### src/source/dsp_pkg.sv
`default_nettype none

package dsp_pkg;

	// Multiplier operand width
	localparam int DATA_W = 18;

	// Wide result port
	localparam int RESULT_W = 44;

	// Delay line data and tap port
	localparam int BYTE_W = 8;

	// Result choice at the output selector
	typedef enum logic [2:0] {
		SEL_DELAY  = 3'd0,
		SEL_BARREL = 3'd1,
		SEL_COUNT  = 3'd2,
		SEL_GRAY   = 3'd3,
		SEL_MAC    = 3'd4,
		SEL_SOP    = 3'd5
	} dsp_sel_e; // Codes 6 and 7 select zero

endpackage

`default_nettype wire

### src/source/sum_of_products.sv
`default_nettype none

module sum_of_products (
	input  logic                                clk_1,
	input  logic                                rst_n,
	input  logic                                enable,
	input  logic signed [dsp_pkg::DATA_W-1:0]   data_a,
	input  logic signed [dsp_pkg::DATA_W-1:0]   data_b,
	input  logic signed [dsp_pkg::DATA_W-1:0]   data_c,
	input  logic signed [dsp_pkg::DATA_W-1:0]   data_d,
	input  logic signed [dsp_pkg::DATA_W-1:0]   data_e,
	input  logic signed [dsp_pkg::DATA_W-1:0]   data_f,
	input  logic signed [dsp_pkg::DATA_W-1:0]   data_g,
	input  logic signed [dsp_pkg::DATA_W-1:0]   data_h,
	output logic signed [dsp_pkg::RESULT_W-1:0] sop_out
);

	localparam int PROD_W = 2 * dsp_pkg::DATA_W;
	localparam int PAIR_W = PROD_W + 1;
	localparam int EXT_W  = dsp_pkg::RESULT_W - PAIR_W;

	logic signed [PROD_W-1:0] prod_ab;
	logic signed [PROD_W-1:0] prod_cd;
	logic signed [PROD_W-1:0] prod_ef;
	logic signed [PROD_W-1:0] prod_gh;
	logic signed [PAIR_W-1:0] pair_0;
	logic signed [PAIR_W-1:0] pair_1;

	always_ff @(posedge clk_1) begin
		if (!rst_n) begin
			prod_ab <= '0;
			prod_cd <= '0;
			prod_ef <= '0;
			prod_gh <= '0;
			pair_0  <= '0;
			pair_1  <= '0;
			sop_out <= '0;
		end else if (enable) begin
			prod_ab <= data_a * data_b; // Stage 1
			prod_cd <= data_c * data_d;
			prod_ef <= data_e * data_f;
			prod_gh <= data_g * data_h;
			// Stage 2, one extra bit per pair
			pair_0 <= {prod_ab[PROD_W-1], prod_ab} + {prod_cd[PROD_W-1], prod_cd};
			pair_1 <= {prod_ef[PROD_W-1], prod_ef} + {prod_gh[PROD_W-1], prod_gh};
			sop_out <= {{EXT_W{pair_0[PAIR_W-1]}}, pair_0}
				+ {{EXT_W{pair_1[PAIR_W-1]}}, pair_1}; // Stage 3
		end
	end

endmodule

`default_nettype wire
### config.mk
export PLATFORM = sky130hd
export DESIGN_NAME = sum_of_products
export DESIGN_NICKNAME = d
export VERILOG_FILES = /design/src/source/dsp_pkg.sv /design/src/source/sum_of_products.sv
export SDC_FILE = /design/constraint.sdc
export NUM_CORES = 2
export LEC_CHECK = 0
export BUFFER_PORTS_ARGS = -buffer_cell sky130_fd_sc_hd__buf_2
export CAP_MARGIN = 10
export CORE_MARGIN = 2
export CORE_UTILIZATION = 65
export DETAILED_ROUTE_END_ITERATION = 10
export PLACE_DENSITY = 0.82
export SLEW_MARGIN = 15
export SYNTH_ARGS = -nofsm -noshare
export SYNTH_HDL_FRONTEND = slang
export SYNTH_SLANG_ARGS = --single-unit
### constraint.sdc
create_clock -name clk_1 -period 9.5 [get_ports clk_1]
set_input_delay 0.95 -clock clk_1 [delete_from_list [all_inputs] [get_ports clk_1]]
set_output_delay 0.95 -clock clk_1 [all_outputs]
set_load 0.005 [all_outputs]
==> impl_metrics.ini <==
[die]
initial_core_util_pct = 65.4
row_count = 113
ios = 191
die-area_um2 = 97600
core-area_um2 = 94600
die_w_um = 312
dieHeight_um = 312

[yosys]
synth_flop_cell = dfxtp_1
synth_fp_nets = 8879
ys_seq_area_share_pct = 8.29
ys_ff_latch = 256
synthCells = 6932
synthDistinctLibCells = 83
synth_warnings = 0
synthArstFlopShare_pct = 0
synth_edf_count = 0
synth_area_um2 = 61800
synth_area_per_cell_um2 = 8.92

[cells_and_area]
antenna_cells = 0
fin_nets = 8848
layout_common_cells = inv_1 (1493), fa_1 (1319), nand2_1 (773), and2_1 (655), ha_1 (481)
areaGrowthSynthToFinish_pct = 3.89
drive_gt1_share_pct = 3.83
multi_input_comb_area_um2 = 50100
register_area_um2 = 5120
fin_util_pct = 67.9
layout_commonest_cell = inv_1
fill_cells = 7391

[setup_path]
crit_top_cell = inv_1
reg2regPathDepth = 13
critPathSlowestCell = fa_1
crit_cells = 26
cp_slowest_stage_delay_ns = 0.60
cpLargestDelayFamily = adder cells
critical_path_required_ns = 9.98
path_max_fanout = 18
timing.setup.critical_path_class = input port to register
crit_buf_inv = 8
cp-start-kind = input port
cp.arrival_ns = 7.66
endpoint_kind = register

[min_path]
holdPathStages = 2
hp-class = register to register

[clocking]
cts_hold_buffers = 0
numCtsBuffers = 25
clock_path_buffers = 3
cts-root-buf = clkbuf_16
cts_resized = 0
post_cts_buffers = 0
cts_max_level = 1
clkTransAtPathRegs_ns = 0.07
clk_latency_ns = 0.55
cts_tree = yes
cts_sinks = 256

[placed_design]
hpwl_um = 121000
place.gp.congestion = 0.928
portBuffers = 190
place_ws_ns = 1.82

[grt]
overflow = 0
grt_pass1_wl_um = 250000
grt_max_degree = 135
grt_pass1_vias = 50200
grtUsageTotal_pct = 31.8
antenna_found_initial = 2

[routing]
drc = 0
viasPerCell = 5.66
drtPass1Iterations = 6
drtIter0Drc = 2886
vias = 46300
detail-route-antenna-nets = 0
wl_per_cell_um = 18.2
drt_wl_total_um = 149000

[sta]
max_slew.worst_pin.slew_ns = 0.970
max_freq_mhz = 139
rsz0062_at_grt = no
setup_viol = 0
hold-worst-slack_ns = 0.467
setup_slack_ns = 2.31
maxSlewViolCount = 0
min_period_ns = 7.19
slew_headroom_pct = 34.9
skew_ns = 0.0276
hold_viol = 0
fin_crit_sh_pct = 75.6
timing.setup.tns_ns = 0

[status]
status = finished clean

[run]
cap_violations = 0
-- registers in the layout, indices dropped and copies added (netlist names) --
register and cells:
pair_0 37, pair_1 37, prod_ab 36, prod_cd 36
prod_ef 36, prod_gh 36, sop_out 38
-- layer usage --
metal / GRT usage (%) / vias to the layer above / part of all wire (%)
li1: - / 20900 / -
met4: 12.7 / 2 / 4.5
met3: 3.30 / 415 / 5.7
met5: 0 / - / 0.0067
met2: 56.3 / 1575 / 51
met1: 40.0 / 23400 / 39
-- through the flow --
stage | instance area (um^2) | cells
after CTS | 64300 | 8184
after detailed placement | 63500 | 8139
after global placement | 63500 | 8139
after floorplan | 61800 | 6932
after global routing | 64300 | 8184
final | 64300 | 8184
-- worst reg2reg max path, cell delays in order, from the launching register on --
cell and delay [ns]:
dfxtp_1 0.37, ha_1 0.21, inv_1 0.07, fa_1 0.39, nand2b_1 0.19, a211oi_1 0.39, o21ai_0 0.24, o21a_1 0.30
or3_1 0.52, nand3_1 0.14, a21oi_1 0.08, xnor2_1 0.76, mux2i_1 0.20, nor2_1 0.12
-- final timing paths --
kind,start,end,slack (ns)
worst max-delay path,data_f[0],prod_ef[35],2.31
worst max register to register,pair_0[0],sop_out[30],5.45
worst min-delay path,sop_out[33],sop_out[33],0.47
worst min register to register,sop_out[33],sop_out[33],0.47
-- kinds of logic after synthesis --
| family | after synthesis | share of synthesized area (%) |
|---|---|---|
| xor gates and xnor gates | 217 | 3.07 |
| adders and majority gates | 1800 | 52.4 |
| muxes | 112 | 1.82 |
| AOI/OAI and AO/OA | 758 | 7.68 |
| DFF | 256 | 8.29 |
| buffers and inverters | 1750 | 10.7 |
| and+or+nand+nor | 2039 | 16.0 |
-- final cells by class --
type	instances	area share, %
Tap cell	1265	2.46
Inverter	1495	8.74
Timing Repair Buffer	197	1.60
Sequential cell	256	7.98
Multi-Input combinational cell	4926	78.0
Clock buffer	33	1.08
Clock inverter	12	0.167
-- synth_stat cells, types with 27 or more instances --
| cell type | n | area share (%) |
|---|---|---|
| mux2i_1 | 110 | 1.8 |
| nor2_1 | 343 | 2.1 |
| fa_1 | 1319 | 43 |
| inv_1 | 1494 | 9.1 |
| o21ai_0 | 181 | 1.5 |
| a21oi_1 | 224 | 1.8 |
| a21o_1 | 97 | 1.2 |
| nor2b_1 | 29 | 0.29 |
| xnor2_1 | 145 | 2.1 |
| ha_1 | 481 | 9.7 |
| nand2_1 | 774 | 4.7 |
| xor2_1 | 72 | 1.0 |
| o21bai_1 | 27 | 0.33 |
| nor3_1 | 41 | 0.33 |
| a211oi_1 | 55 | 0.67 |
| nand2b_1 | 41 | 0.41 |
| dfxtp_1 | 256 | 8.3 |
| and2_1 | 655 | 6.6 |
| o21a_1 | 33 | 0.40 |
| nand3_1 | 62 | 0.50 |
| clkbuf_1 | 234 | 1.4 |
Power is not shown: default switching activity piles up to over one toggle a cycle in this logic, so the estimate is an artifact.
